File: src/logic/mac_id_pkg.sv
/*
 * Shared widths, opcodes and types of the RV32 decode/execute stage.
 * Only RV32I ALU ops and the custom-0 MAC are encoded here.
 * NUM_CREDITS sets both the buffer depth and the source's credits after reset.
 */
`default_nettype none

package mac_id_pkg;

  ////////////////////////////////////////////////////////////
  // Widths and sizes
  ////////////////////////////////////////////////////////////

  localparam int unsigned XLEN        = 32;
  localparam int unsigned REG_ADDR_W  = 5;
  localparam int unsigned NUM_REGS    = 2 ** REG_ADDR_W;
  localparam int unsigned NUM_CREDITS = 2;

  // Buffer pointer and occupancy widths
  localparam int unsigned BUF_PTR_W = (NUM_CREDITS > 1) ? $clog2(NUM_CREDITS) : 1;
  localparam int unsigned BUF_CNT_W = $clog2(NUM_CREDITS + 1);

  ////////////////////////////////////////////////////////////
  // Encodings
  ////////////////////////////////////////////////////////////

  // Major opcodes, MAC lives on custom-0
  localparam logic [6:0] OPC_OP     = 7'b0110011;
  localparam logic [6:0] OPC_OP_IMM = 7'b0010011;
  localparam logic [6:0] OPC_MAC    = 7'b0001011;

  // funct7 values, SUB sets word bit 30
  localparam logic [6:0] F7_BASE    = 7'b0000000;
  localparam logic [6:0] FUNCT7_SUB = 7'b0100000;

  // funct3 values shared by OP and OP-IMM
  localparam logic [2:0] F3_ADD_SUB = 3'b000;
  localparam logic [2:0] F3_XOR     = 3'b100;
  localparam logic [2:0] F3_OR      = 3'b110;
  localparam logic [2:0] F3_AND     = 3'b111;

  typedef enum logic [2:0] {
    ALU_ADD,
    ALU_SUB,
    ALU_XOR,
    ALU_OR,
    ALU_AND
  } alu_op_e;

  ////////////////////////////////////////////////////////////
  // Instruction word and its two views
  ////////////////////////////////////////////////////////////

  typedef struct packed {
    logic [6:0]            funct7;
    logic [REG_ADDR_W-1:0] rs2;
    logic [REG_ADDR_W-1:0] rs1;
    logic [2:0]            funct3;
    logic [REG_ADDR_W-1:0] rd;
    logic [6:0]            opcode;
  } r_type_t;

  typedef struct packed {
    logic [11:0]           imm12;
    logic [REG_ADDR_W-1:0] rs1;
    logic [2:0]            funct3;
    logic [REG_ADDR_W-1:0] rd;
    logic [6:0]            opcode;
  } i_type_t;

  typedef union packed {
    r_type_t r;
    i_type_t i;
  } insn_u;

  // Decoded control of the head instruction
  typedef struct packed {
    alu_op_e               alu_op;
    logic                  use_imm;
    logic                  is_mac;
    logic                  we;
    logic                  illegal;
    logic [REG_ADDR_W-1:0] rs1;
    logic [REG_ADDR_W-1:0] rs2;
    logic [REG_ADDR_W-1:0] rd;
    logic [XLEN-1:0]       imm;
  } dec_ctrl_t;

  // One retired instruction
  typedef struct packed {
    logic                  valid;
    logic                  illegal;
    logic [REG_ADDR_W-1:0] rd;
    logic [XLEN-1:0]       data;
  } retire_t;

endpackage

`default_nettype wire

File: src/logic/insn_decoder.sv
/*
 * Decodes R-type ADD/SUB/XOR/OR/AND, I-type ADDI/XORI/ORI/ANDI and MAC.
 * Every other encoding is flagged illegal with its write enable cleared.
 * Purely combinational.
 */
`timescale 1ns/100ps
`default_nettype none

module insn_decoder (
  input  mac_id_pkg::insn_u     insn_i,
  output mac_id_pkg::dec_ctrl_t ctrl_o
);

  import mac_id_pkg::*;

  always_comb begin
    ctrl_o = '0;

    // Register fields sit at the same place in both views
    ctrl_o.rs1 = insn_i.r.rs1;
    ctrl_o.rd  = insn_i.r.rd;

    // Sign-extended I immediate
    ctrl_o.imm = {{(XLEN - 12){insn_i.i.imm12[11]}}, insn_i.i.imm12};

    unique case (insn_i.r.opcode)

      ////////////////////////////////////////////////////////////
      // Register-register ALU ops
      ////////////////////////////////////////////////////////////
      OPC_OP: begin
        ctrl_o.rs2 = insn_i.r.rs2;
        ctrl_o.we  = 1'b1;
        unique case (insn_i.r.funct3)
          F3_ADD_SUB: begin
            if (insn_i.r.funct7 == F7_BASE) begin
              ctrl_o.alu_op = ALU_ADD;
            end else if (insn_i.r.funct7 == FUNCT7_SUB) begin
              ctrl_o.alu_op = ALU_SUB;
            end else begin
              ctrl_o.illegal = 1'b1;
            end
          end
          F3_XOR: begin
            ctrl_o.alu_op  = ALU_XOR;
            ctrl_o.illegal = (insn_i.r.funct7 != F7_BASE);
          end
          F3_OR: begin
            ctrl_o.alu_op  = ALU_OR;
            ctrl_o.illegal = (insn_i.r.funct7 != F7_BASE);
          end
          F3_AND: begin
            ctrl_o.alu_op  = ALU_AND;
            ctrl_o.illegal = (insn_i.r.funct7 != F7_BASE);
          end
          // SLL, SLT, SLTU, SRL/SRA not supported
          default: ctrl_o.illegal = 1'b1;
        endcase
      end

      ////////////////////////////////////////////////////////////
      // Register-immediate ALU ops
      ////////////////////////////////////////////////////////////
      OPC_OP_IMM: begin
        ctrl_o.use_imm = 1'b1;
        ctrl_o.we      = 1'b1;
        unique case (insn_i.i.funct3)
          F3_ADD_SUB: ctrl_o.alu_op = ALU_ADD;
          F3_XOR:     ctrl_o.alu_op = ALU_XOR;
          F3_OR:      ctrl_o.alu_op = ALU_OR;
          F3_AND:     ctrl_o.alu_op = ALU_AND;
          // Shifts and compares not supported
          default:    ctrl_o.illegal = 1'b1;
        endcase
      end

      // MAC adds rs1 * rs2 onto rd
      OPC_MAC: begin
        ctrl_o.rs2     = insn_i.r.rs2;
        ctrl_o.is_mac  = 1'b1;
        ctrl_o.we      = 1'b1;
        ctrl_o.alu_op  = ALU_ADD;
        ctrl_o.illegal = (insn_i.r.funct3 != 3'b000);
      end

      default: ctrl_o.illegal = 1'b1;
    endcase

    // An illegal word writes nothing and retires in one cycle
    if (ctrl_o.illegal) begin
      ctrl_o.we     = 1'b0;
      ctrl_o.is_mac = 1'b0;
    end
  end

endmodule

`default_nettype wire

File: config.mk
export PLATFORM = sky130hd
export DESIGN_NAME = insn_decoder
export DESIGN_NICKNAME = d
export VERILOG_FILES = /design/src/logic/mac_id_pkg.sv /design/src/logic/insn_decoder.sv
export SDC_FILE = /design/constraint.sdc
export NUM_CORES = 1
export LEC_CHECK = 0
export ABC_AREA = 1
export BUFFER_PORTS_ARGS = -buffer_cell sky130_fd_sc_hd__buf_2
export CAP_MARGIN = 20
export CORE_MARGIN = 2
export CORE_UTILIZATION = 35
export DETAILED_ROUTE_END_ITERATION = 8
export GPL_ROUTABILITY_DRIVEN = 0
export PLACE_DENSITY = 0.9
export SETUP_SLACK_MARGIN = 0.4
export SLEW_MARGIN = 20
export SYNTH_ARGS = -nofsm -noshare
export SYNTH_HDL_FRONTEND = slang
export SYNTH_SLANG_ARGS = --single-unit
File: constraint.sdc
create_clock -name vclk -period 1.54
set_input_delay 0.077 -clock vclk [all_inputs]
set_output_delay 0.077 -clock vclk [all_outputs]
set_load 0.005 [all_outputs]
# [Word level (Yosys, flattened, before mapping)]
# Index checks and enable logic that the tools add are counted.
[word_totals] out_inout_bits=54 wordCells=30 reg_bits=0
[op_classes] n_eq_ne=7 reduce_logical=8 muxes=15
[ops] operator="7-bit by 6-bit equality test with 1-bit output (second input constant)" count=2
[ops] operator="3-bit case mux with 4 select lines" count=1
[ops] operator="3-bit equality test (second input constant)" count=3
[ops] operator="3-bit case mux with 3 select lines" count=1
[ops] operator="1-bit two-way mux" count=8
[ops] operator="7-bit by 4-bit equality test with 1-bit output (second input constant)" count=1
[ops] operator="7-bit by 5-bit equality test with 1-bit output (second input constant)" count=1
[ops] operator="7-bit zero test" count=1
[ops] operator="7-bit nonzero test" count=1
[ops] operator="3-bit case mux with 2 select lines" count=1
[ops] operator="3-bit OR reduction" count=2
[ops] operator="5-bit two-way mux" count=1
[ops] operator="4-bit OR reduction" count=1
[ops] operator="3-bit zero test" count=1
[ops] operator="1-bit case mux with 3 select lines" count=1
[ops] operator="3-bit nonzero test" count=1
[ops] operator="2-bit two-way mux" count=1
[ops] operator="1-bit case mux with 2 select lines" count=1
[ops] operator="2-bit OR reduction" count=1

# [Longest topological paths before layout]
[depth] ltp_word=6 depth_mapped=9 ltp_nobuf=9

# [Least setup slack after synthesis]
# Ideal clock, no wire load.
[synth_timing] path_kind="input to output" startpoint="input port insn_i[1] (netlist name)" endpoint="output port ctrl_o[49] (netlist name)" slack_ps=716 path_stages=9 t_arrival_ps=747 t_required_ps=1463 path_cell_list="nand2_1 -> nor2_2 -> inv_1 -> nor2_2 -> inv_2 -> nor2_8 -> nand2_2 -> nand2_2 -> nor2_1"
[synth_rtl] item="start: declaration" line="insn_decoder.sv:10" text="input mac_id_pkg::insn_u insn_i,"
[synth_rtl] item="end: declaration" line="insn_decoder.sv:11" text="output mac_id_pkg::dec_ctrl_t ctrl_o"

==> out/results.tsv <==
stage	metric	value	unit
synthesis	yosys warns	0	
synthesis	Syn Area/Cell	5.676	um^2
timing	Final setup viols	0	
die	io pins	86	
critical_path	critical path arrival	1.00	ns
critical_path	CP peak stage delay	0.13	ns
synthesis	xor and xnor area share after synthesis	0	%
die	starting density of the core	36.56	%
global_routing	vias in the first global route	429	
route	WL final	1403	um
route	vias per cell	3.963	
timing	worst slew pin tran	0.1893	ns
timing	Final Max Slew Viols	0	
global_routing	grt ovf	0	
route	DR WL/cell	8.714	um
critical_path	CP Buf/Inv Count	4	
route	DR vias	638	
timing	final setup TNS	0	ns
global_routing	initial antenna violation count	0	
die	Die W	46.24	um
die	full die area	2138	um^2
synthesis	Post-Syn Instances	110	
finish	layout sequential cell count	0	
global_routing	first-pass GRT wire length	1800	um
finish	Fillers	189	
synthesis	mapped cell area	624.3	um^2
route	DRT Pass-1 Iters	4	
finish	multi-input logic area	296.5	um^2
route	first-iteration detailed-routing DRC count	7	
timing	final worst-path cycle share	69.67	%
timing	final worst slack	0.4671	ns
power_and_ir_drop	leak pwr	0.0004991	uW
critical_path	cell family with most CP delay	simple AND/OR/NAND/NOR gates	
route	Antenna Violating Nets Remaining	0	
synthesis	multiplexer area fraction after synthesis	0	%
global_routing	grt met2 use	17.78	%
timing	Rel. slew slack	87.36	%
critical_path	Worst setup EP type	primary output	
timing	RSZ-0062 raised after global routing	false	
power_and_ir_drop	Max VDD drop	0.1064	mV
global_routing	met1 Use GR	15.40	%
timing	final worst path period need	1.073	ns
global_routing	GRT busiest layer	met2	
global_routing	met3 global-route usage	0.7843	%
finish	layout cell share with drive strength beyond 1	66.18	%
finish	Nets	170	
timing	FMAX	0.9320	GHz
critical_path	Slowest-stage cell, CP	nor2_4	
route	DRC viols	0	
die	Die Ht	46.24	um
synthesis	adder and majority gate portion of the synthesized area	0	%
synthesis	main combinational cell family by area after synthesis	buffers and inverters	
finish	number of clock buffers in the layout	0	
global_routing	largest net degree at the start of global routing	23	
synthesis	post-synthesis compound-gate area fraction	1.603	%
synthesis	Synth cell types	12	
synthesis	register area share after synthesis	0	%
flow_run	max cap viols	0	
finish	antenna fix cells	0	
global_routing	overall routing resource usage	10.56	%
synthesis	Simple-Gate Fraction of Synth Area	37.07	%
critical_path	Setup CP Type	in -> out	
die	row count	15	
finish	area growth from synthesis to layout	22.04	%
finish	Final Core Density	44.62	%
critical_path	Required @ worst endpoint	1.46	ns
die	Placeable Area	1708	um^2
timing	Fin. Hold Viols	0	
synthesis	Net Count, Synth	142	
finish	sequential standard cell area	0	um^2
power_and_ir_drop	P per Cell Area	198.2	nW/um^2
place	Setup WS pre-CTS	0.3669	ns
critical_path	Crit Path Max Fanout	3	
worst_hold_path	HP Class	in -> out	
critical_path	critical path, cell by cell	buf_6 -> nand2_4 -> nor2_4 -> inv_2 -> nor2_4 -> inv_4 -> nor2_8 -> nand2_2 -> nand2_2 -> nor2_1 -> buf_2	
place	IO Port Bufs	66	
place	dpl hpwl	1144	um
critical_path	CP Launch Type	input pin	
status	status	finished, final reports clean	
[where the power goes]
| group | switching [uW] | internal, uW |
|---|---|---|
| Combinational | 78.8 | 72.2 |
| Clock | 0 | 0 |
| Sequential | 0 | 0 |
| Total | 78.8 | 72.2 |
[cells by family (layout without fill, tap and decap cells)]
| group | count (synthesis) | after routing |
|---|---|---|
| buffers and inverters | 60 | 86 |
| AND/OR/NAND/NOR | 48 | 48 |
| AO/OA/AOI/OAI | 2 | 2 |
[synth_stat cells]
cell type	count	share of area [%]
buf_4	42	51
inv_1	17	10
inv_2	1	0.60
nand2_1	12	7.2
nand2_2	2	2.0
nand3_1	7	5.6
nand4_1	2	2.0
nor2_1	17	10
nor2_2	6	6.0
nor2_8	1	3.2
nor3_1	1	0.80
o21ai_0	2	1.6
[cell usage in the layout (no fill, tap or decap), drive strengths merged]
| cell type | netlist | routed |
|---|---|---|
| nor2 | 24 | 24 |
| nand4 | 2 | 2 |
| nand2 | 14 | 14 |
| inv | 18 | 18 |
| nand3 | 7 | 7 |
| buf | 42 | 68 |
| o21ai | 2 | 2 |
| nor3 | 1 | 1 |
[metal layers]
layer | share of wire (%) | wire [um]
met3 | 6.7 | 94
met1 | 38 | 539
met4 | 0 | 0
met2 | 55 | 770
met5 | 0 | 0
[cell type report]
cell class | count | share of cell area, %
Timing Repair Buffer | 68 | 47.78
Inverter | 18 | 9.195
Tap cell | 25 | 4.105
Multi-Input combinational cell | 50 | 38.92
[through the flow]
step	total power [uW]	area, um^2	hold slack, ns	instances
floorplan	122.8	624.3	0.1801	110
global placement	127.0	670.6	0.1540	159
detailed placement	128.9	670.6	0.1540	159
CTS	130.0	673.1	0.1540	159
global route	168.4	762.0	0.1540	161
finish	151.0	762.0	0.1540	161
[path summary, 6_finish.rpt]
| kind | endpoint | depth (start not counted) | slack, ns | start |
|---|---|---|---|---|
| max | ctrl_o[49] | 11 | 0.47 | insn_i[0] |
| min | ctrl_o[34] | 0 | 0.15 | insn_i[9] |
[timing repair]
item	in CTS	in global routing
gates resized for setup	1	24
gates cloned	0	0
pin swaps	0	10
buffers inserted	0	2
setup endpoints to repair	1	9
hold buffers	0	0
(Power assumes the default switching activity.)
