$ cat config.mk
export PLATFORM = sky130hd
export DESIGN_NAME = id_fsm
export DESIGN_NICKNAME = d
export VERILOG_FILES = /design/src/logic/mac_id_pkg.sv /design/src/logic/id_fsm.sv
export SDC_FILE = /design/constraint.sdc
export NUM_CORES = 1
export LEC_CHECK = 0
export BUFFER_PORTS_ARGS = -buffer_cell sky130_fd_sc_hd__clkbuf_2
export CAP_MARGIN = 0
export CORE_AREA = 3 3 50 52
export CTS_CLUSTER_DIAMETER = 50
export DETAILED_ROUTE_END_ITERATION = 10
export DIE_AREA = 0 0 53 55
export GPL_TIMING_DRIVEN = 1
export PLACE_DENSITY_LB_ADDON = 0.3
export SLEW_MARGIN = 30
export SYNTH_ARGS = -nofsm -noshare
export SYNTH_HDL_FRONTEND = slang
export SYNTH_SLANG_ARGS = --single-unit
$ cat constraint.sdc
create_clock -name clk_i -period 2.91 [get_ports clk_i]
set_input_delay 0.582 -clock clk_i [delete_from_list [all_inputs] [get_ports clk_i]]
set_output_delay 0.582 -clock clk_i [all_outputs]
set_load 0.02 [all_outputs]
$ cat src/logic/mac_id_pkg.sv
/*
 * Shared widths, opcodes and types of the RV32 decode/execute stage.
 * Only RV32I ALU ops and the custom-0 MAC are encoded here.
 * NUM_CREDITS sets both the buffer depth and the source's credits after reset.
 */
`default_nettype none

package mac_id_pkg;

  ////////////////////////////////////////////////////////////
  // Widths and sizes
  ////////////////////////////////////////////////////////////

  localparam int unsigned XLEN        = 32;
  localparam int unsigned REG_ADDR_W  = 5;
  localparam int unsigned NUM_REGS    = 2 ** REG_ADDR_W;
  localparam int unsigned NUM_CREDITS = 2;

  // Buffer pointer and occupancy widths
  localparam int unsigned BUF_PTR_W = (NUM_CREDITS > 1) ? $clog2(NUM_CREDITS) : 1;
  localparam int unsigned BUF_CNT_W = $clog2(NUM_CREDITS + 1);

  ////////////////////////////////////////////////////////////
  // Encodings
  ////////////////////////////////////////////////////////////

  // Major opcodes, MAC lives on custom-0
  localparam logic [6:0] OPC_OP     = 7'b0110011;
  localparam logic [6:0] OPC_OP_IMM = 7'b0010011;
  localparam logic [6:0] OPC_MAC    = 7'b0001011;

  // funct7 values, SUB sets word bit 30
  localparam logic [6:0] F7_BASE    = 7'b0000000;
  localparam logic [6:0] FUNCT7_SUB = 7'b0100000;

  // funct3 values shared by OP and OP-IMM
  localparam logic [2:0] F3_ADD_SUB = 3'b000;
  localparam logic [2:0] F3_XOR     = 3'b100;
  localparam logic [2:0] F3_OR      = 3'b110;
  localparam logic [2:0] F3_AND     = 3'b111;

  typedef enum logic [2:0] {
    ALU_ADD,
    ALU_SUB,
    ALU_XOR,
    ALU_OR,
    ALU_AND
  } alu_op_e;

  ////////////////////////////////////////////////////////////
  // Instruction word and its two views
  ////////////////////////////////////////////////////////////

  typedef struct packed {
    logic [6:0]            funct7;
    logic [REG_ADDR_W-1:0] rs2;
    logic [REG_ADDR_W-1:0] rs1;
    logic [2:0]            funct3;
    logic [REG_ADDR_W-1:0] rd;
    logic [6:0]            opcode;
  } r_type_t;

  typedef struct packed {
    logic [11:0]           imm12;
    logic [REG_ADDR_W-1:0] rs1;
    logic [2:0]            funct3;
    logic [REG_ADDR_W-1:0] rd;
    logic [6:0]            opcode;
  } i_type_t;

  typedef union packed {
    r_type_t r;
    i_type_t i;
  } insn_u;

  // Decoded control of the head instruction
  typedef struct packed {
    alu_op_e               alu_op;
    logic                  use_imm;
    logic                  is_mac;
    logic                  we;
    logic                  illegal;
    logic [REG_ADDR_W-1:0] rs1;
    logic [REG_ADDR_W-1:0] rs2;
    logic [REG_ADDR_W-1:0] rd;
    logic [XLEN-1:0]       imm;
  } dec_ctrl_t;

  // One retired instruction
  typedef struct packed {
    logic                  valid;
    logic                  illegal;
    logic [REG_ADDR_W-1:0] rd;
    logic [XLEN-1:0]       data;
  } retire_t;

endpackage

`default_nettype wire

$ cat src/logic/id_fsm.sv
/*
 * FIRST_CYCLE/MULTI_CYCLE control of the head instruction.
 * Non-MAC ops retire in their first head cycle, a MAC in its second.
 * Retirement is never stalled, so pop and retire are the same event.
 */
`timescale 1ns/100ps
`default_nettype none

module id_fsm (
  input  logic                        clk_i,
  input  logic                        rst_ni,
  input  logic                        head_valid_i,
  input  mac_id_pkg::dec_ctrl_t       ctrl_i,
  input  logic [mac_id_pkg::XLEN-1:0] result_i,
  output logic                        pop_o,
  output logic                        imd_we_o,
  output logic                        acc_sel_o,
  output logic                        rf_we_o,
  output mac_id_pkg::retire_t         retire_o
);

  typedef enum logic {
    FIRST_CYCLE,
    MULTI_CYCLE
  } id_state_e;

  id_state_e state_q;
  id_state_e state_d;
  logic      retire;

  always_ff @(posedge clk_i or negedge rst_ni) begin
    if (!rst_ni) begin
      state_q <= FIRST_CYCLE;
    end else begin
      state_q <= state_d;
    end
  end

  ////////////////////////////////////////////////////////////
  // Next state and per-cycle strobes
  ////////////////////////////////////////////////////////////

  always_comb begin
    state_d   = state_q;
    retire    = 1'b0;
    imd_we_o  = 1'b0;
    acc_sel_o = 1'b0;

    unique case (state_q)
      FIRST_CYCLE: begin
        if (head_valid_i) begin
          if (ctrl_i.is_mac) begin
            // Capture product, hold the head one more cycle
            imd_we_o = 1'b1;
            state_d  = MULTI_CYCLE;
          end else begin
            retire = 1'b1;
          end
        end
      end
      MULTI_CYCLE: begin
        // Accumulate and retire the MAC
        acc_sel_o = 1'b1;
        retire    = 1'b1;
        state_d   = FIRST_CYCLE;
      end
      default: state_d = FIRST_CYCLE;
    endcase
  end

  assign pop_o = retire;

  // we is already clear for illegal words
  assign rf_we_o = retire & ctrl_i.we & (ctrl_i.rd != '0);

  // Retire record
  // Zero while idle so an empty buffer never leaks stale fields
  always_comb begin
    retire_o = '0;
    if (retire) begin
      retire_o.valid   = 1'b1;
      retire_o.illegal = ctrl_i.illegal;
      retire_o.rd      = ctrl_i.rd;
      retire_o.data    = ctrl_i.illegal ? '0 : result_i;
    end
  end

endmodule

`default_nettype wire

**Word level (Yosys, flattened, before mapping)**

Cells that the tools add are included.

- Reduce and logical (&&, ||, !) cells: 1
- Muxes and demuxes: 10
- Bitwise gates (word level): 3

Operator list:

| cell | count |
|---|---|
| 39-bit 2-to-1 mux | 1 |
| 32-bit 2-to-1 mux | 1 |
| 1-bit 2-to-1 mux | 6 |
| 5-bit nonzero test | 1 |
| 1-bit case mux with 2 select lines | 2 |
| 1-bit bitwise AND | 2 |
| 1-bit NOT | 1 |

- Output and inout port bits: 43
- Bits in registers: 1

**Depth between registers and ports, before layout**

- Depth after elaboration: 5
- Gate-level depth with buffers: 5
- Gate-level depth less buffers: 3

**Worst setup path after synthesis**

No wires, ideal clock.

- Path kind: input -> output
- Start point: input ctrl_i[49] (netlist bit)
- End point: output rf_we_o
- Stages on the path: 4
- Data required time: 2.328 ns
- Path buffers: 1
- Slack: 0.793 ns
- Data arrival time: 1.535 ns
- Cells stage by stage: nand2b_4 > and2_0 > buf_2 > nor3b_1

- Longest elaborated chain between the ends: 5

RTL lines:

| element | line | text |
|---|---|---|
| start, declared | id_fsm.sv:13 | `input mac_id_pkg::dec_ctrl_t ctrl_i,` |
| 1-bit 2-to-1 mux | id_fsm.sv:52 | `if (ctrl_i.is_mac) begin` |
| 1-bit 2-to-1 mux | id_fsm.sv:51 | `if (head_valid_i) begin` |
| 1-bit case mux with 2 select lines | id_fsm.sv:49 | `unique case (state_q)` |
| 1-bit bitwise AND (2 in a row) | id_fsm.sv:74 | `assign rf_we_o = retire & ctrl_i.we & (ctrl_i.rd != '0);` |
| end, declared | id_fsm.sv:18 | `output logic rf_we_o,` |

No other way between the ends.

==> qor.log <==
qor: floorplanning.core-area 0.00215 mm²
qor: sta.fin_crit_sh 0.769
qor: placement.dp_cells 161
qor: yosys.ys.warnings.count 0
qor: worst_setup_path.timing.critical_path.required 2330 ps
qor: sta.post-route-min-period 2240 ps
qor: global_routing.global_route_total_overflow 0
qor: yosys.synth_largest_area_cell sky130_fd_sc_hd__and2_1
qor: worst_setup_path.rr_endpoint state_q
qor: worst_setup_path.setup.worst_path.start_class input pin
qor: drt.antenna_left 0
qor: sta.timing.max_slew.rel_slack 0.649
qor: worst_setup_path.reg2regPathDepth 2
qor: cells_and_area.registers.top_by_ff_count state_q
qor: cells_and_area.antenna_cells 0
qor: clocking.clkTransAtPathRegs 0 ps
qor: drt.post_drt_wl_per_cell 9.80 µm
qor: cells_and_area.stdcell_count 161
qor: cells_and_area.area_growth_syn_to_layout 115%
qor: worst_setup_path.worst-path-max-fanout 32
qor: floorplanning.design.die.area 0.00292 mm²
qor: yosys.synth_cells 53
qor: placement.gp_weighted_congestion 0.616
qor: drt.vias 608
qor: sta.maxSlewViolCount 0
qor: clocking.cts_resized 0
qor: sta.fin_tns_setup 0 ps
qor: yosys.synthesis.area 375 µm²
qor: drt.drt-initial-drc-count 0
qor: drt.viasPerCell 3.78
qor: run.number_of_max_cap_violations 0
qor: yosys.syn-mean-instance-area 7.08 µm²
qor: clocking.post_cts_setup_buffer_count 0
qor: yosys.synth.area.top_cells sky130_fd_sc_hd__and2_1 (53%), sky130_fd_sc_hd__and2b_2 (14%), sky130_fd_sc_hd__dfrtp_1 (6.7%)
qor: placement.port_buffers 85
qor: worst_setup_path.critical_path.reg2reg.startpoint state_q
qor: drt.drt_pass1_iterations 1
qor: drt.remaining_drc_errors 0
qor: clocking.cts-hold-fix-buffers 0
qor: sta.rsz0062_at_grt false
qor: worst_setup_path.minimum_setup_slack_among_reg_to_reg_paths 2160 ps
qor: run_status.outcome finished, final reports clean
qor: yosys.synth-seq-cells 1
qor: floorplanning.io-pin-count 132
qor: yosys.synth_cell_type_count 14
qor: drt.detail_route.wirelength 1580 µm
qor: sta.tightest_slew 525 ps
qor: sta.finalHoldViolCount 0
qor: global_routing.number_of_global_route_vias_before_repair 492
qor: floorplanning.fp.dieW 53 µm
qor: cells_and_area.fin_util 0.376
qor: global_routing.maximum_number_of_pins_on_one_net_before_global_route_repair 33
qor: worst_setup_path.setup.worst_path.end_class output pin
qor: cells_and_area.largest_register_ff_count 1
qor: hold_path.timing.hold.worst.class input pin to asynchronous set/reset pin
qor: global_routing.antenna_found_initial 0
qor: placement.detailedPlacementHpwl 1460 µm
qor: floorplanning.start_util 0.175
qor: cells_and_area.final_layout_size_suffix_gt1_frac 0.707
qor: yosys.synth_top_area_frac 0.533
qor: worst_setup_path.cp.arrival 1660 ps
qor: power.vdd_ir_drop_max 114 µV
qor: power.pwr_density 174 mW/mm²
qor: yosys.postSynthNetCount 142
qor: cells_and_area.finalNetCount 224
qor: sta.setup_violators_final 0
qor: yosys.synth_sequential_area_ratio 0.0667
qor: floorplanning.std_cell_rows 17
qor: power.p_leak 0.000536 µW
qor: sta.fmaxAchievable 0.447 GHz
qor: cells_and_area.reg_top3 state_q (1)
qor: global_routing.grt.total_usage 0.0832
qor: global_routing.first_pass_grt_wire_length 1890 µm
qor: floorplanning.die_y 55 µm
qor: sta.finalClockSkew 0 ps
qor: clocking.insertion_delay 0 ps
qor: worst_setup_path.setup.worst_path.class input pin to output pin
[critical path, cell delays in order]
cell	delay, ps
sky130_fd_sc_hd__clkbuf_2	90
sky130_fd_sc_hd__nand2b_4	140
sky130_fd_sc_hd__a21oi_4	450
sky130_fd_sc_hd__and2_1	210
sky130_fd_sc_hd__clkbuf_2	170
[through the flow]
stage          setup WS, ps  area [µm²]  hold slack (ps)  total power (µW)
6_report                672         808              359               140
3_5_place_dp            608         808              360               142
4_1_cts                 608         808              360               143
2_1_floorplan           793         375              286              88.4
5_1_grt                 504         808              362               152
3_3_place_gp            671         808              357               140
[synthesized netlist by cell type]
cell and count:
sky130_fd_sc_hd__and3_2 1, sky130_fd_sc_hd__clkbuf_2 3, sky130_fd_sc_hd__a21oi_4 1, sky130_fd_sc_hd__buf_4 1
sky130_fd_sc_hd__nor2_1 1, sky130_fd_sc_hd__nand2b_4 1, sky130_fd_sc_hd__or4_1 1, sky130_fd_sc_hd__and2_1 32
sky130_fd_sc_hd__and2_0 1, sky130_fd_sc_hd__buf_2 1, sky130_fd_sc_hd__dfrtp_1 1, sky130_fd_sc_hd__and2b_2 6
sky130_fd_sc_hd__inv_1 2, sky130_fd_sc_hd__nor3b_1 1
[cells by family after synthesis]
| logic type | Yosys count | share of synthesized area |
|---|---|---|
| AND/OR/NAND/NOR | 44 | 0.797 |
| flip-flops | 1 | 0.0667 |
| AO/OA/AOI/OAI | 1 | 0.0433 |
| buffers and inverters | 7 | 0.0933 |
[cells in the final DEF (no fill, tap or decap)]
cell and instances:
sky130_fd_sc_hd__nor2_1 1, sky130_fd_sc_hd__or4_1 1, sky130_fd_sc_hd__and2b_2 6, sky130_fd_sc_hd__and2_1 32, sky130_fd_sc_hd__nand2b_4 1, sky130_fd_sc_hd__and3_2 1, sky130_fd_sc_hd__dfrtp_1 1, sky130_fd_sc_hd__inv_1 2
sky130_fd_sc_hd__a21oi_4 1, sky130_fd_sc_hd__nor3b_1 1, sky130_fd_sc_hd__clkbuf_2 85, sky130_fd_sc_hd__and2_0 1
[cell type report]
type	count	area [µm²]
repair buffers	85	425
inverters	2	7.51
well taps	28	35.0
flip-flops and latches	1	25.0
multi-input cells	45	315
fillers	246	1340
[layer usage]
layer | wire, µm | part of all wire | GRT usage | up-vias
met2 | 675 | 0.43 | 0.159 | 59
met3 | 348 | 0.22 | 0.0322 | 0
met1 | 553 | 0.35 | 0.0925 | 231
li1 | - | - | - | 318
met5 | 0 | 0 | 0 | -
met4 | 0 | 0 | 0 | 0
[report_power, final]
group / total (µW) / leakage [µW] / internal (µW) / switching [µW]
logic: 125 / 0.000523 / 55.5 / 69.5
clock network: 0 / 0 / 0 / 0
registers: 15.3 / 0.0000131 / 14.9 / 0.387
total: 140 / 0.000536 / 70.4 / 69.9
[worst max-delay path by stage]
stage	slack [ps]	cells past startpoint	from	end
floorplan	790	4	ctrl_i[49]	rf_we_o
global placement	670	5	ctrl_i[49]	retire_o[1]
detailed placement	610	5	ctrl_i[49]	retire_o[1]
CTS	610	5	ctrl_i[49]	retire_o[1]
global route	500	5	ctrl_i[49]	retire_o[1]
finish	670	5	ctrl_i[49]	retire_o[1]
Power figures use the tool's default switching activity.
