**src/logic/mac_id_pkg.sv**
```systemverilog
/*
 * Shared widths, opcodes and types of the RV32 decode/execute stage.
 * Only RV32I ALU ops and the custom-0 MAC are encoded here.
 * NUM_CREDITS sets both the buffer depth and the source's credits after reset.
 */
`default_nettype none

package mac_id_pkg;

  ////////////////////////////////////////////////////////////
  // Widths and sizes
  ////////////////////////////////////////////////////////////

  localparam int unsigned XLEN        = 32;
  localparam int unsigned REG_ADDR_W  = 5;
  localparam int unsigned NUM_REGS    = 2 ** REG_ADDR_W;
  localparam int unsigned NUM_CREDITS = 2;

  // Buffer pointer and occupancy widths
  localparam int unsigned BUF_PTR_W = (NUM_CREDITS > 1) ? $clog2(NUM_CREDITS) : 1;
  localparam int unsigned BUF_CNT_W = $clog2(NUM_CREDITS + 1);

  ////////////////////////////////////////////////////////////
  // Encodings
  ////////////////////////////////////////////////////////////

  // Major opcodes, MAC lives on custom-0
  localparam logic [6:0] OPC_OP     = 7'b0110011;
  localparam logic [6:0] OPC_OP_IMM = 7'b0010011;
  localparam logic [6:0] OPC_MAC    = 7'b0001011;

  // funct7 values, SUB sets word bit 30
  localparam logic [6:0] F7_BASE    = 7'b0000000;
  localparam logic [6:0] FUNCT7_SUB = 7'b0100000;

  // funct3 values shared by OP and OP-IMM
  localparam logic [2:0] F3_ADD_SUB = 3'b000;
  localparam logic [2:0] F3_XOR     = 3'b100;
  localparam logic [2:0] F3_OR      = 3'b110;
  localparam logic [2:0] F3_AND     = 3'b111;

  typedef enum logic [2:0] {
    ALU_ADD,
    ALU_SUB,
    ALU_XOR,
    ALU_OR,
    ALU_AND
  } alu_op_e;

  ////////////////////////////////////////////////////////////
  // Instruction word and its two views
  ////////////////////////////////////////////////////////////

  typedef struct packed {
    logic [6:0]            funct7;
    logic [REG_ADDR_W-1:0] rs2;
    logic [REG_ADDR_W-1:0] rs1;
    logic [2:0]            funct3;
    logic [REG_ADDR_W-1:0] rd;
    logic [6:0]            opcode;
  } r_type_t;

  typedef struct packed {
    logic [11:0]           imm12;
    logic [REG_ADDR_W-1:0] rs1;
    logic [2:0]            funct3;
    logic [REG_ADDR_W-1:0] rd;
    logic [6:0]            opcode;
  } i_type_t;

  typedef union packed {
    r_type_t r;
    i_type_t i;
  } insn_u;

  // Decoded control of the head instruction
  typedef struct packed {
    alu_op_e               alu_op;
    logic                  use_imm;
    logic                  is_mac;
    logic                  we;
    logic                  illegal;
    logic [REG_ADDR_W-1:0] rs1;
    logic [REG_ADDR_W-1:0] rs2;
    logic [REG_ADDR_W-1:0] rd;
    logic [XLEN-1:0]       imm;
  } dec_ctrl_t;

  // One retired instruction
  typedef struct packed {
    logic                  valid;
    logic                  illegal;
    logic [REG_ADDR_W-1:0] rd;
    logic [XLEN-1:0]       data;
  } retire_t;

endpackage

`default_nettype wire

```
**src/logic/reg_file.sv**
```systemverilog
/*
 * 32 x XLEN flip-flop register file, three asynchronous read ports.
 * x0 reads as zero and ignores writes.
 * A write lands at the clock edge and is visible to reads after it.
 */
`timescale 1ns/100ps
`default_nettype none

module reg_file (
  input  logic                             clk_i,
  input  logic                             rst_ni,
  input  logic [mac_id_pkg::REG_ADDR_W-1:0] raddr_a_i,
  input  logic [mac_id_pkg::REG_ADDR_W-1:0] raddr_b_i,
  input  logic [mac_id_pkg::REG_ADDR_W-1:0] raddr_c_i,
  output logic [mac_id_pkg::XLEN-1:0]       rdata_a_o,
  output logic [mac_id_pkg::XLEN-1:0]       rdata_b_o,
  output logic [mac_id_pkg::XLEN-1:0]       rdata_c_o,
  input  logic                             we_i,
  input  logic [mac_id_pkg::REG_ADDR_W-1:0] waddr_i,
  input  logic [mac_id_pkg::XLEN-1:0]       wdata_i
);

  import mac_id_pkg::*;

  // x1..x31 only, x0 has no storage
  logic [XLEN-1:0] regs_q [1:NUM_REGS-1];

  always_ff @(posedge clk_i or negedge rst_ni) begin
    if (!rst_ni) begin
      for (int i = 1; i < NUM_REGS; i++) begin
        regs_q[i] <= '0;
      end
    end else if (we_i && (waddr_i != '0)) begin
      regs_q[waddr_i] <= wdata_i;
    end
  end

  // Read ports
  // a and b feed rs1/rs2, c feeds rd as the MAC accumulator
  assign rdata_a_o = (raddr_a_i == '0) ? '0 : regs_q[raddr_a_i];
  assign rdata_b_o = (raddr_b_i == '0) ? '0 : regs_q[raddr_b_i];
  assign rdata_c_o = (raddr_c_i == '0) ? '0 : regs_q[raddr_c_i];

endmodule

`default_nettype wire

```
**config.mk**
```make
export PLATFORM = sky130hd
export DESIGN_NAME = reg_file
export DESIGN_NICKNAME = d
export VERILOG_FILES = /design/src/logic/mac_id_pkg.sv /design/src/logic/reg_file.sv
export SDC_FILE = /design/constraint.sdc
export NUM_CORES = 2
export LEC_CHECK = 0
export ABC_CLOCK_PERIOD_IN_PS = 3200
export BUFFER_PORTS_ARGS = -buffer_cell sky130_fd_sc_hd__buf_2
export CAP_MARGIN = 30
export CORE_ASPECT_RATIO = 2
export CORE_MARGIN = 2
export CORE_UTILIZATION = 46
export CTS_BUF_LIST = sky130_fd_sc_hd__clkbuf_16
export DETAILED_ROUTE_END_ITERATION = 7
export GPL_ROUTABILITY_DRIVEN = 1
export PLACE_DENSITY_LB_ADDON = 0.25
export SETUP_SLACK_MARGIN = 0.5
export SLEW_MARGIN = 20
export SYNTH_ARGS = -nofsm -noshare
export SYNTH_HDL_FRONTEND = slang
export SYNTH_SLANG_ARGS = --single-unit
```
**constraint.sdc**
```tcl
create_clock -name clk_i -period 3.2 [get_ports clk_i]
set_input_delay 0.16 -clock clk_i [delete_from_list [all_inputs] [get_ports clk_i]]
set_output_delay 0.16 -clock clk_i [all_outputs]
set_load 0.005 [all_outputs]
```
Word level (Yosys, flattened, before mapping) --
Index checks and enable logic that the tools add are counted.
Cells by class: $lt $le $gt $ge 5, muxes and demuxes 15, bitwise operators 4, reduce and logical (&&, ||, !) cells 6
Operators by type and width (count):
- $bwmux W992 | 1
- $bmux W32 S5 | 3
- $mux W32 | 10
- $demux W32 S5 | 1
- $ge A6 B6 Y1 const B | 4
- $not A5 Y6 | 4
- $logic_not A5 Y1 | 3
- $lt A6 B1 Y1 const B | 1
- $reduce_bool A5 Y1 | 1
- $logic_and A1 B1 Y1 | 2
Storage, ports and cells: register bits 992, input port bits 55, output and inout port bits 96, logic and storage cells 61

Longest topological paths before layout --
depth after elaboration 6, mapped depth 9, depth with buffers taken out 5

Least setup slack after synthesis --
OpenSTA, ideal clock, no wires.
path type input-to-output, start point input raddr_b_i[0] (netlist bit), end point output rdata_b_o[15] (netlist bit), arrival time 1630 ps, required time 3040 ps, slack 1410 ps, stages on the path 8, buffers on the path 3, cell sequence buf_4 -> buf_2 -> buf_4 -> mux4_2 -> nand2_1 -> nand2_1 -> o211ai_1 -> o21ai_0
On the way: longest elaborated chain between the ends 5, elaborated cells between the ends (all ways) 6, those cells by class mux (4); bitwise (1); reduce/logical (1)
Ends and longest elaborated chain:
- start, declared | RTL line reg_file.sv:13 | input logic [mac_id_pkg::REG_ADDR_W-1:0] raddr_b_i,
- $not A5 Y6 (implied by the code) | RTL line reg_file.sv:41 | assign rdata_b_o = (raddr_b_i == '0) ? '0 : regs_q[raddr_b_i];
- $bmux W32 S5 | RTL line reg_file.sv:41
- $mux W32 (implied by the code) (2 in series) | RTL line reg_file.sv:41
- $mux W32 (*) | RTL line reg_file.sv:41
- end, declared | RTL line reg_file.sv:16 | output logic [mac_id_pkg::XLEN-1:0] rdata_b_o,
Mark *: on every way between the ends. The rest lies on a longest branch, timed or not. The select of a mux whose other input is x is not followed.

Final worst setup path --
start point register regs_q[576] (netlist bit), end point output rdata_a_o[0] (netlist bit)
On the way: longest elaborated chain between the ends 4
Ends and longest elaborated chain:
- start, declared | RTL line reg_file.sv:26 | logic [XLEN-1:0] regs_q [1:NUM_REGS-1];
- start signal, assigned by index | RTL line reg_file.sv:34 | regs_q[waddr_i] <= wdata_i;
- $bmux W32 S5 | RTL line reg_file.sv:40 | assign rdata_a_o = (raddr_a_i == '0) ? '0 : regs_q[raddr_a_i];
- $mux W32 (implied by the code) (2 in series) | RTL line reg_file.sv:40
- $mux W32 | RTL line reg_file.sv:40
- end, declared | RTL line reg_file.sv:15 | output logic [mac_id_pkg::XLEN-1:0] rdata_a_o,
Every way passes these cells. The select of a mux whose other input is x is not followed.

==> results.txt <==
library cells used by synthesis: 40
Final Hold Violating Endpoints: 0
flip-flop cell with the highest count after synthesis: sky130_fd_sc_hd__dfrtp_1
kind of start point of the critical path: flip-flop
setup total negative slack: 0 ns
number of enable-type register cells in the synthesized netlist: 0
post-route ant nets: 0
most common cell after layout, fill and taps aside: sky130_fd_sc_hd__mux2_2
gr ovfl total: 0
DR WL/cell: 35.9 um
routed length on met3: 20.6 mm
total clock buffers created by CTS: 93
master cell of the clock root buffer: sky130_fd_sc_hd__clkbuf_16
Worst EP arrival: 2.63 ns
fin nets: 4,691
largest registers: regs_q x992
worst path required time: 3.04 ns
boundary pin count: 151
vias in the first global route: 46.9k
proportion of netlist area held by the largest area contributor: 40.2%
number of antenna violations at the first check in global routing: 16
Max Clk Rate: 359 MHz
global-route wire length before repair: 335 mm
commonest cells after routing, fill and taps aside: 1,107 x sky130_fd_sc_hd__mux2_2, 992 x sky130_fd_sc_hd__dfrtp_1, 587 x sky130_fd_sc_hd__mux4_2, 330 x sky130_fd_sc_hd__nand2_1, 206 x sky130_fd_sc_hd__mux2i_1
share of layout cells above drive strength 1: 49.1%
number of cell rows: 190
post-synthesis sequential element count: 992
synthesized instance count: 4,648
number of DRC markers after the initial detailed-route iteration: 4,760
Hold WC Path Type: primary input to flip-flop
Pwr per Cell Area: 574 nW/um2
cell types with the largest area share after synthesis: sky130_fd_sc_hd__dfrtp_1 40%, sky130_fd_sc_hd__mux4_2 21%, sky130_fd_sc_hd__mux2_2 20%
mux cell area share after synthesis: 45.3%
setup skew after layout: 0 ns
topmost layer with routed signal wires: met5
biggest cell delay along the critical path: 0.50 ns
DR pass1 iterations: 5
result of the run: finished clean
clock transition at the register clock pins on the worst setup and hold paths after CTS: 0.07 ns
main combinational cell family by area after synthesis: multiplexers
Die Y-Extent: 522 um
synthesized cell area: 61,700 um2
sum of net half-perimeters after detailed placement: 144 mm
worst path cell trace: mux4_2 > mux2i_4 > nor2_2 > a21oi_2 > o211ai_1 > buf_2
max FFs per register: 992
total die area: 137,000 um2
highest fanout seen on the critical path: 4
met1 WL: 82.4 mm
post-detailed-route via-to-cell ratio: 7.08
final hold slack: 0.0640 ns
combined global-route utilization of all metal layers: 33.6%
class of the most critical setup path: flip-flop to output port
Yosys top cell by area: sky130_fd_sc_hd__dfrtp_1
depth of the CTS H-tree: 3
xor/xnor share of the synthesized area: 0%
routed length on met2: 111 mm
worst vdd rail ir drop: 0.455 mV
weighted congestion at the end of routability-driven global placement: 0.867
synthesized area per cell: 13.3 um2
later-pin clock latency in the skew report: 0.70 ns
synthesized-area fraction occupied by adder cells: 0%
sum of routed wire length over all layers: 231 mm
share of the yosys chip area belonging to registers: 40.2%
library cell contributing the largest single delay on the critical path: sky130_fd_sc_hd__mux4_2
final critical-path share of the clock period: 87.1%
floorplan core area: 134,000 um2
pin count of the biggest net entering global routing: 146
number of remaining DRC errors: 0
placed cell count: 6,252
setup repair after global routing missed its margin: true
I/O Buffers: 150
pin slew with the least headroom to its limit: 1.09 ns
CTS sink cnt: 992
standby leakage power: 0.0293 uW
kind of capture point of the worst setup path: output port
synth-to-layout area growth: 11.5%
share of the synthesized area in compound gates (AO/OA/AOI/OAI): 5.50%
final count of pins violating max slew: 0
total via count after detailed routing: 45.6k
Synth Warn #: 0
Slew Limit Headroom: 27.4%
total design power: 39,400 uW
synthesized netlist net count: 4,703
CTS tree: done
maximum buffer depth of the clock tree: 3
asr flop ratio synth: 100%
final count of negative-setup-slack endpoints: 0
Cell Count, Final, Fillers Out: 6,444
fill count: 11.5k
minimum clock period: 2.79 ns
initial cell density of the core: 46.2%
Chip Width: 263 um
Top reg by flops: regs_q
fraction of the mapped netlist area in simple logic gates: 5.13%
max-cap violation count: 0
Final Core Density: 51.5%
cells by family (layout without fill, tap and decap cells):
logic type             after synthesis  after routing
AOI/OAI and AO/OA                  521            521
and+or+nand+nor                    708            708
muxes                             1913           1913
DFF                                992            992
buffers and inverters              514            575
other                                0              7
Yosys cell counts, types with 10 or more instances:
master / count
sky130_fd_sc_hd__mux2_2: 1107
sky130_fd_sc_hd__dfrtp_1: 992
sky130_fd_sc_hd__mux4_2: 585
sky130_fd_sc_hd__nand2_1: 346
sky130_fd_sc_hd__clkbuf_1: 219
sky130_fd_sc_hd__mux2i_1: 215
sky130_fd_sc_hd__a21oi_1: 195
sky130_fd_sc_hd__buf_2: 134
sky130_fd_sc_hd__nor2b_1: 101
sky130_fd_sc_hd__buf_1: 99
sky130_fd_sc_hd__nor2_1: 97
sky130_fd_sc_hd__a221oi_1: 90
sky130_fd_sc_hd__o21ai_0: 79
sky130_fd_sc_hd__nand3_1: 69
sky130_fd_sc_hd__nor3_1: 69
sky130_fd_sc_hd__o211ai_1: 69
sky130_fd_sc_hd__buf_4: 51
sky130_fd_sc_hd__a22oi_1: 24
sky130_fd_sc_hd__o221ai_1: 15
sky130_fd_sc_hd__o32a_1: 15
sky130_fd_sc_hd__a31oi_1: 10
layer usage:
layer  GRT usage [%]  vias up
li1                -    17900
met1            40.2    24300
met2            54.7     2576
met3            7.50      810
met4            22.5       18
met5               0        -
path summary, 6_finish.rpt:
| kind | from | end | slack, ns | depth (start not counted) |
|---|---|---|---|---|
| worst max-delay path | regs_q[576]$_DFFE_PN0P_ | rdata_a_o[0] | 0.41 | 6 |
| worst min-delay path | wdata_i[18] | regs_q[594]$_DFFE_PN0P_ | 0.06 | 2 |
| worst max register to register | regs_q[608]$_DFFE_PN0P_ | regs_q[608]$_DFFE_PN0P_ | 2.29 | 2 |
| worst min register to register | regs_q[413]$_DFFE_PN0P_ | regs_q[413]$_DFFE_PN0P_ | 0.55 | 1 |
| max in group asynchronous | rst_ni | regs_q[251]$_DFFE_PN0P_ | 2.16 | 4 |
| min in group asynchronous | rst_ni | regs_q[197]$_DFFE_PN0P_ | 0.08 | 3 |
worst max-delay path, delay by kind of cell (launching register included):
kind                   cells  cell delay, ns
DFF                        1            0.42
AOI/OAI and AO/OA          2            0.47
buffers and inverters      1            0.26
and+or+nand+nor            1            0.06
muxes                      2            0.73
layout make-up:
class	instances	area, um2	share of cell area [%]
multi-input combinational	3142	35000	50.8
clock buffer	93	2330	3.38
tap	1728	2160	3.14
inverter	2	12.5	0.0182
sequential	992	24800	36.1
antenna	7	17.5	0.0255
clock inverter	75	653	0.950
timing repair buffer	405	3810	5.53
timing repair:
| action | CTS | global route |
|---|---|---|
| hold buffers | 3 | 0 |
| gates resized for setup | 41 | 27 |
| pin swaps | 6 | 9 |
| endpoints found under the setup margin | 25 | 28 |
| endpoints found under the hold margin | 434 | 0 |
| buffers inserted | 9 | 4 |
| cloned | 0 | 0 |
where the power goes:
group          switching (uW)  leakage (uW)  internal, uW  total [uW]
Combinational            4460        0.0151          6070       10500
Clock                    5340       0.00153          6040       11400
Sequential               2540        0.0127         15000       17500
stage by stage:
stage | worst slack [ns] | instance area [um2]
detailed placement | 0.358 | 65400
CTS | 0.434 | 68600
global route | 0.361 | 68800
global placement | 0.250 | 65400
finish | 0.413 | 68800
floorplan | 1.41 | 61700
(Power assumes the default switching activity.)
