`config.mk`:
```
export PLATFORM = sky130hd
export DESIGN_NAME = exec_unit
export DESIGN_NICKNAME = d
export VERILOG_FILES = /design/src/logic/mac_id_pkg.sv /design/src/logic/exec_unit.sv
export SDC_FILE = /design/constraint.sdc
export NUM_CORES = 2
export LEC_CHECK = 0
export ABC_AREA = 1
export BUFFER_PORTS_ARGS = -buffer_cell sky130_fd_sc_hd__buf_2
export CAP_MARGIN = 20
export CORE_UTILIZATION = 25
export DETAILED_ROUTE_END_ITERATION = 7
export RECOVER_POWER = 100
export SETUP_SLACK_MARGIN = 0.1
export SLEW_MARGIN = 20
export SYNTH_ARGS = -nofsm -noshare
export SYNTH_HDL_FRONTEND = slang
export SYNTH_SLANG_ARGS = --single-unit
```
`constraint.sdc`:
```
create_clock -name clk_i -period 5.53 [get_ports clk_i]
set_clock_uncertainty 0.15 [all_clocks]
set_input_delay 0.8295 -clock clk_i [delete_from_list [all_inputs] [get_ports clk_i]]
set_output_delay 0.8295 -clock clk_i [all_outputs]
set_load 0.005 [all_outputs]
```
`src/logic/mac_id_pkg.sv`:
```
/*
 * Shared widths, opcodes and types of the RV32 decode/execute stage.
 * Only RV32I ALU ops and the custom-0 MAC are encoded here.
 * NUM_CREDITS sets both the buffer depth and the source's credits after reset.
 */
`default_nettype none

package mac_id_pkg;

  ////////////////////////////////////////////////////////////
  // Widths and sizes
  ////////////////////////////////////////////////////////////

  localparam int unsigned XLEN        = 32;
  localparam int unsigned REG_ADDR_W  = 5;
  localparam int unsigned NUM_REGS    = 2 ** REG_ADDR_W;
  localparam int unsigned NUM_CREDITS = 2;

  // Buffer pointer and occupancy widths
  localparam int unsigned BUF_PTR_W = (NUM_CREDITS > 1) ? $clog2(NUM_CREDITS) : 1;
  localparam int unsigned BUF_CNT_W = $clog2(NUM_CREDITS + 1);

  ////////////////////////////////////////////////////////////
  // Encodings
  ////////////////////////////////////////////////////////////

  // Major opcodes, MAC lives on custom-0
  localparam logic [6:0] OPC_OP     = 7'b0110011;
  localparam logic [6:0] OPC_OP_IMM = 7'b0010011;
  localparam logic [6:0] OPC_MAC    = 7'b0001011;

  // funct7 values, SUB sets word bit 30
  localparam logic [6:0] F7_BASE    = 7'b0000000;
  localparam logic [6:0] FUNCT7_SUB = 7'b0100000;

  // funct3 values shared by OP and OP-IMM
  localparam logic [2:0] F3_ADD_SUB = 3'b000;
  localparam logic [2:0] F3_XOR     = 3'b100;
  localparam logic [2:0] F3_OR      = 3'b110;
  localparam logic [2:0] F3_AND     = 3'b111;

  typedef enum logic [2:0] {
    ALU_ADD,
    ALU_SUB,
    ALU_XOR,
    ALU_OR,
    ALU_AND
  } alu_op_e;

  ////////////////////////////////////////////////////////////
  // Instruction word and its two views
  ////////////////////////////////////////////////////////////

  typedef struct packed {
    logic [6:0]            funct7;
    logic [REG_ADDR_W-1:0] rs2;
    logic [REG_ADDR_W-1:0] rs1;
    logic [2:0]            funct3;
    logic [REG_ADDR_W-1:0] rd;
    logic [6:0]            opcode;
  } r_type_t;

  typedef struct packed {
    logic [11:0]           imm12;
    logic [REG_ADDR_W-1:0] rs1;
    logic [2:0]            funct3;
    logic [REG_ADDR_W-1:0] rd;
    logic [6:0]            opcode;
  } i_type_t;

  typedef union packed {
    r_type_t r;
    i_type_t i;
  } insn_u;

  // Decoded control of the head instruction
  typedef struct packed {
    alu_op_e               alu_op;
    logic                  use_imm;
    logic                  is_mac;
    logic                  we;
    logic                  illegal;
    logic [REG_ADDR_W-1:0] rs1;
    logic [REG_ADDR_W-1:0] rs2;
    logic [REG_ADDR_W-1:0] rd;
    logic [XLEN-1:0]       imm;
  } dec_ctrl_t;

  // One retired instruction
  typedef struct packed {
    logic                  valid;
    logic                  illegal;
    logic [REG_ADDR_W-1:0] rd;
    logic [XLEN-1:0]       data;
  } retire_t;

endpackage

`default_nettype wire

```
`src/logic/exec_unit.sv`:
```
/*
 * Operand select, ALU and MAC datapath.
 * Product is low 32 bits only, signedness does not matter there.
 * acc_sel_i switches the result to intermediate plus rd for MAC cycle two.
 */
`timescale 1ns/100ps
`default_nettype none

module exec_unit (
  input  logic                        clk_i,
  input  logic                        rst_ni,
  input  mac_id_pkg::dec_ctrl_t       ctrl_i,
  input  logic [mac_id_pkg::XLEN-1:0] rs1_val_i,
  input  logic [mac_id_pkg::XLEN-1:0] rs2_val_i,
  input  logic [mac_id_pkg::XLEN-1:0] rd_val_i,
  input  logic                        imd_we_i,
  input  logic                        acc_sel_i,
  output logic [mac_id_pkg::XLEN-1:0] result_o
);

  import mac_id_pkg::*;

  logic [XLEN-1:0] operand_b;
  logic [XLEN-1:0] alu_result;
  logic [XLEN-1:0] mul_lo;
  logic [XLEN-1:0] imd_q;
  logic [XLEN-1:0] acc_sum;

  ////////////////////////////////////////////////////////////
  // Operands and ALU
  ////////////////////////////////////////////////////////////

  // Immediate replaces rs2 for OP-IMM
  assign operand_b = ctrl_i.use_imm ? ctrl_i.imm : rs2_val_i;

  always_comb begin
    unique case (ctrl_i.alu_op)
      ALU_ADD: alu_result = rs1_val_i + operand_b;
      ALU_SUB: alu_result = rs1_val_i - operand_b;
      ALU_XOR: alu_result = rs1_val_i ^ operand_b;
      ALU_OR:  alu_result = rs1_val_i | operand_b;
      ALU_AND: alu_result = rs1_val_i & operand_b;
      default: alu_result = rs1_val_i + operand_b;
    endcase
  end

  ////////////////////////////////////////////////////////////
  // Multiply-accumulate
  ////////////////////////////////////////////////////////////

  // Low half of rs1 * rs2
  assign mul_lo = rs1_val_i * rs2_val_i;

  // Intermediate register, holds the product into the second cycle
  always_ff @(posedge clk_i or negedge rst_ni) begin
    if (!rst_ni) begin
      imd_q <= '0;
    end else if (imd_we_i) begin
      imd_q <= mul_lo;
    end
  end

  // rd is not yet written, so rd_val_i still holds the old accumulator
  assign acc_sum = imd_q + rd_val_i;

  assign result_o = acc_sel_i ? acc_sum : alu_result;

endmodule

`default_nettype wire

```
Word-level counts from Yosys, hierarchy flattened
Index checks and enable logic that the tools add are counted.
{"block": "totals", "ff_bits": 32, "inputBits": 154, "ram_bits": 0, "latch_bits": 0, "rom_bits": 0, "mem_count": 0, "out_inout_bits": 32}
{"block": "classes", "multipliers": 1, "muxes": 3, "n_reduce_logical": 0, "addsub": 3, "n_div": 0, "n_lt_le_gt_ge": 0, "n_bitwise": 3, "n_eq_ne": 4, "shift": 0}
{"cell": "32-bit case mux with 4 select lines", "n": 1}
{"cell": "32-bit adder", "n": 2}
{"cell": "32-bit two-way mux", "n": 2}
{"cell": "32-bit bitwise AND", "n": 1}
{"cell": "32-bit by 32-bit multiplier with 32-bit output", "n": 1}
{"cell": "32-bit bitwise OR", "n": 1}
{"cell": "32-bit subtractor", "n": 1}
{"cell": "32-bit bitwise XOR", "n": 1}
{"cell": "3-bit by 2-bit == test with 1-bit output (second input constant)", "n": 2}
{"cell": "3-bit by 1-bit == test with 1-bit output (second input constant)", "n": 1}
{"cell": "3-bit == test (second input constant)", "n": 1}

Depth between registers and ports, before layout
{"block": "logic_depth", "word_depth": 4, "mapped_depth": 30, "mapped_depth_nobuf": 28}

Worst setup path after synthesis
OpenSTA, ideal clock, no wires.
{"block": "synth_path", "path_type": "input-to-reg", "startpoint": "input port rs2_val_i[5] (netlist bit)", "endpoint": "register imd_q[26]", "setup_ns": 0.083, "path_slack_ns": -1.739, "arrival_time_ns": 7.036, "stages": 26, "path_buffers": 2, "required_ns": 5.297, "path_cell_list": "clkbuf_1 -> clkbuf_1 -> nand2_1 -> inv_1 -> fa_1 -> fa_1 -> fa_1 -> inv_1 -> fa_1 -> inv_1 -> fa_1 -> inv_1 -> fa_1 -> inv_1 -> fa_1 -> fa_1 -> ha_1 -> nand2_1 -> nor2_1 -> nor3b_1 -> nand4_1 -> nand3_1 -> a21o_1 -> a21oi_1 -> xor2_1 -> o21ai_0"}
{"block": "synth_via", "elab_chain_cells": 1}
{"item": "from (decl)", "line": "exec_unit.sv:14", "text": "input logic [mac_id_pkg::XLEN-1:0] rs2_val_i,"}
{"item": "32-bit by 32-bit multiplier with 32-bit output", "line": "exec_unit.sv:52", "text": "assign mul_lo = rs1_val_i * rs2_val_i;"}
{"item": "to (signal assigned)", "line": "exec_unit.sv:59", "text": "imd_q <= mul_lo;"}
{"item": "to (decl)", "line": "exec_unit.sv:26", "text": "logic [XLEN-1:0] imd_q;"}
Every way passes these cells.
A chain may end at the register's enable or synchronous reset.

Worst setup path in the final report
{"block": "layout_path", "startpoint": "input port rs1_val_i[17] (netlist bit)", "endpoint": "register imd_q[29]"}
{"block": "layout_via", "elab_chain_cells": 1}
{"item": "from (decl)", "line": "exec_unit.sv:13", "text": "input logic [mac_id_pkg::XLEN-1:0] rs1_val_i,"}
{"item": "32-bit by 32-bit multiplier with 32-bit output", "line": "exec_unit.sv:52"}
Every way passes these cells.

==> key figures <==
Run status
  – Status: complete, but fails checks
  – Failing checks: design-rule violations, max-capacitance violations, max-slew violations, negative setup slack

Timing
  – Min cycle time layout: 6.74 ns
  – Fin worst setup slack: -1.21 ns
  – Tcrit/Tclk final: 122%
  – Final hold vios: 0
  – Slew Viols, Final: 33
  – Final hold slack: 0.323 ns
  – Fmax: 148 MHz
  – Setup violations, final: 31
  – Slew headroom: -25.6%
  – RSZ-0062 raised after global routing: yes
  – Least-Margin Pin Slew: 1.88 ns

Global route
  – Wire length of the first global-routing pass: 139 mm
  – Total GRT Usage: 18.1%
  – M3 GR Usage: 1.34%
  – Global-route track usage on met1: 23.9%
  – Initial antenna violation count: 4
  – Most Crowded Layer GR: met2
  – Vias in the first global route: 24,700
  – Grt ovf: 0
  – GR Util met2: 30.8%
  – Largest net degree at the start of global routing: 35

Setup path
  – Critical Path Fanout Max: 6
  – Critical Path RT: 5.60 ns
  – Crit end category: flip-flop
  – CP Class: primary input to flip-flop
  – Startpoint types: primary input
  – Crit path DAT: 6.81 ns

Floorplanning
  – Row cnt: 114
  – Core ar.: 96,900 um2
  – Die Width: 315 um
  – Die H: 315 um
  – Starting Density: 25.3%
  – I/O pins: 186
  – Die area: 99,200 um2

Final layout
  – Area Overhead vs Synth: 37.7%
  – FILL cells: 10,100
  – Max FFs per register: 32
  – Fin util: 34.8%
  – Most frequent cells in the layout: nand2_1, inv_1, buf_4, fa_1, ha_1
  – Largest register by flop count: imd_q
  – Top Registers: imd_q: 32 flops
  – Commonest non-fill, non-tap cell in the layout: nand2_1
  – Share of layout cells above drive strength 1: 28.2%
  – Nets@finish: 4,956

Clock tree
  – Clk root buf: clkbuf_16
  – Hold_buf cts: 0
  – H-tree lvl count: 2
  – Clk_lat worst skew: 0.28 ns
  – Num CTS Buffers: 5
  – CTS tree: built
  – CTS Buffer Depth: 2
  – Clock-pin slew on the worst setup and hold paths: 0.05 ns
  – Clock sink count: 32

Synthesis
  – Synthesized Nets: 4,369
  – #FFs+latches synth: 32
  – Synth warn: 0
  – Distinct cells, synth: 55
  – Synth Area in Compound Gates: 8.66%
  – Largest family of logic cells by synthesized area: adder cells
  – Mux cell area share after synthesis: 0.0869%
  – Synth Area in Simple Gates: 22.5%
  – Ys flop type: dfrtp_1
  – Async S/R FF share, synth: 100%
  – EDFF count, synth: 0
  – Seq/Total Area, Yosys: 3.27%
  – Synth Cell Area: 24,500 um2
  – Post-synthesis adder-cell area fraction: 46.3%
  – Avg Cell Area, Syn: 6.89 um2
  – Synth Area in XOR/XNOR: 3.11%
  – Post-Syn Instances: 3,555

Route
  – DR pass1 iterations: 7
  – Iteration-0 DRC Markers: 1,524
  – Drt wl/cell: 16.8 um
  – DRT Wirelength: 90.9 mm
  – DRC: 4
  – Antenna viol nets, final: 0
  – Vias per cell: 4.48
  – Total number of vias: 24,300

Placement
  – DP HPWL: 78.6 mm
  – IO Port Bufs: 167
  – Placer congestion estimate: 0.958

Job
  – Max-cap violations: 1

Hold path
  – Hold Path Class: flip-flop to flip-flop
-- repair_timing --
action | in CTS | in global routing
resized for setup | 383 | 268
endpoints found under the setup margin | 45 | 44
gates cloned | 0 | 3
pin swaps | 186 | 167
buffers inserted | 41 | 20
-- metal layers --
metal  routed length (um)  up-vias  part of all wire, %
li1                     -    11700                    -
met2                43000      684                   47
met3                 4850      101                  5.3
met4                 4060        0                  4.5
met1                39000    11800                   43
met5                    0        -                    0
-- critical path, stage by stage --
cell     delay [ns]
buf_8          0.12
buf_12         0.13
nand2_1        0.05
inv_1          0.05
fa_1           0.57
fa_1           0.46
fa_1           0.52
inv_1          0.05
fa_1           0.47
inv_1          0.05
fa_1           0.49
fa_1           0.46
fa_1           0.55
inv_1          0.07
fa_1           0.47
inv_1          0.06
ha_4           0.29
nand2_4        0.06
nor4_4         0.37
nand3_2        0.16
nand3_4        0.11
a21o_1         0.15
or2_4          0.12
nand3_2        0.05
nand2_1        0.08
-- metrics by stage --
step | TNS [ns] | cells | setup WS (ns) | instance area [um2]
global route | -28.31 | 5420 | -1.37 | 33700
CTS | -19.53 | 5396 | -1.22 | 32600
global placement | -39.72 | 5347 | -1.79 | 30600
detailed placement | -40.86 | 5347 | -1.85 | 30600
finish | -21.90 | 5421 | -1.21 | 33700
floorplan | -19.49 | 3555 | -1.26 | 25300
-- area by class of cell --
type / instances / area, um2 / share of cell area (%)
Tap cell: 1276 / 1600 / 4.73
Clock buffer: 6 / 129 / 0.382
Clock inverter: 2 / 35.0 / 0.104
Sequential cell: 32 / 801 / 2.37
Antenna cell: 2 / 5.00 / 0.0148
Inverter: 900 / 3390 / 10.0
Timing Repair Buffer: 727 / 6020 / 17.9
Multi-Input combinational cell: 2476 / 21700 / 64.5
-- Yosys cell counts, types with 2 or more instances --
cell / number / area, um2
nand3b_1: 14 / 105
or2_1: 6 / 37.5
nand4_1: 19 / 119
o2111a_1: 2 / 22.5
or2_2: 19 / 119
ha_1: 250 / 3130
buf_4: 2 / 15.0
nand2_2: 4 / 25.0
o21bai_1: 13 / 97.6
o21ai_2: 6 / 52.6
a221oi_1: 12 / 105
xor2_1: 64 / 561
a31oi_1: 17 / 106
a211oi_1: 9 / 67.6
buf_1: 17 / 63.8
nand3_1: 91 / 455
nand2_1: 1035 / 3880
xnor2_1: 23 / 201
o2111ai_1: 5 / 43.8
nor3_1: 18 / 90.1
a21o_1: 21 / 158
clkinv_1: 2 / 7.51
a22oi_1: 2 / 15.0
nor4_1: 9 / 56.3
a21boi_0: 4 / 30.0
nor2_1: 143 / 537
fa_1: 410 / 8210
inv_1: 894 / 3360
o21ai_0: 117 / 586
inv_2: 4 / 15.0
a21oi_1: 128 / 641
o21ai_1: 5 / 25.0
clkbuf_1: 126 / 473
and2_1: 2 / 12.5
dfrtp_1: 32 / 801
o221ai_1: 2 / 17.5
o211ai_1: 5 / 37.5
o21a_1: 6 / 45.0
-- worst paths after layout --
check | start | endpoint | slack, ns | depth (start not counted)
min | imd_q[3] | imd_q[3] | 0.32 | 2
min reg2reg | imd_q[3] | imd_q[3] | 0.32 | 2
max reg2reg | imd_q[30] | imd_q[30] | 4.62 | 2
min in group asynchronous | rst_ni | imd_q[15] | 0.91 | 1
max in group asynchronous | rst_ni | imd_q[2] | 3.23 | 1
max | rs1_val_i[17] | imd_q[29] | -1.21 | 25
-- cells by family (layout without fill, tap and decap cells) --
logic type | after synthesis | in the layout
AO/OA/AOI/OAI | 361 | 361
XOR/XNOR | 87 | 87
adder cells (fa/ha/maj) | 660 | 660
buffers and inverters | 1047 | 1635
flip-flops | 32 | 32
multiplexers | 2 | 2
other | 0 | 2
AND/OR/NAND/NOR | 1366 | 1366
Power is left out: the tool's default activity adds up to more than one toggle a clock period on the data nets, which glitch-free logic cannot reach.
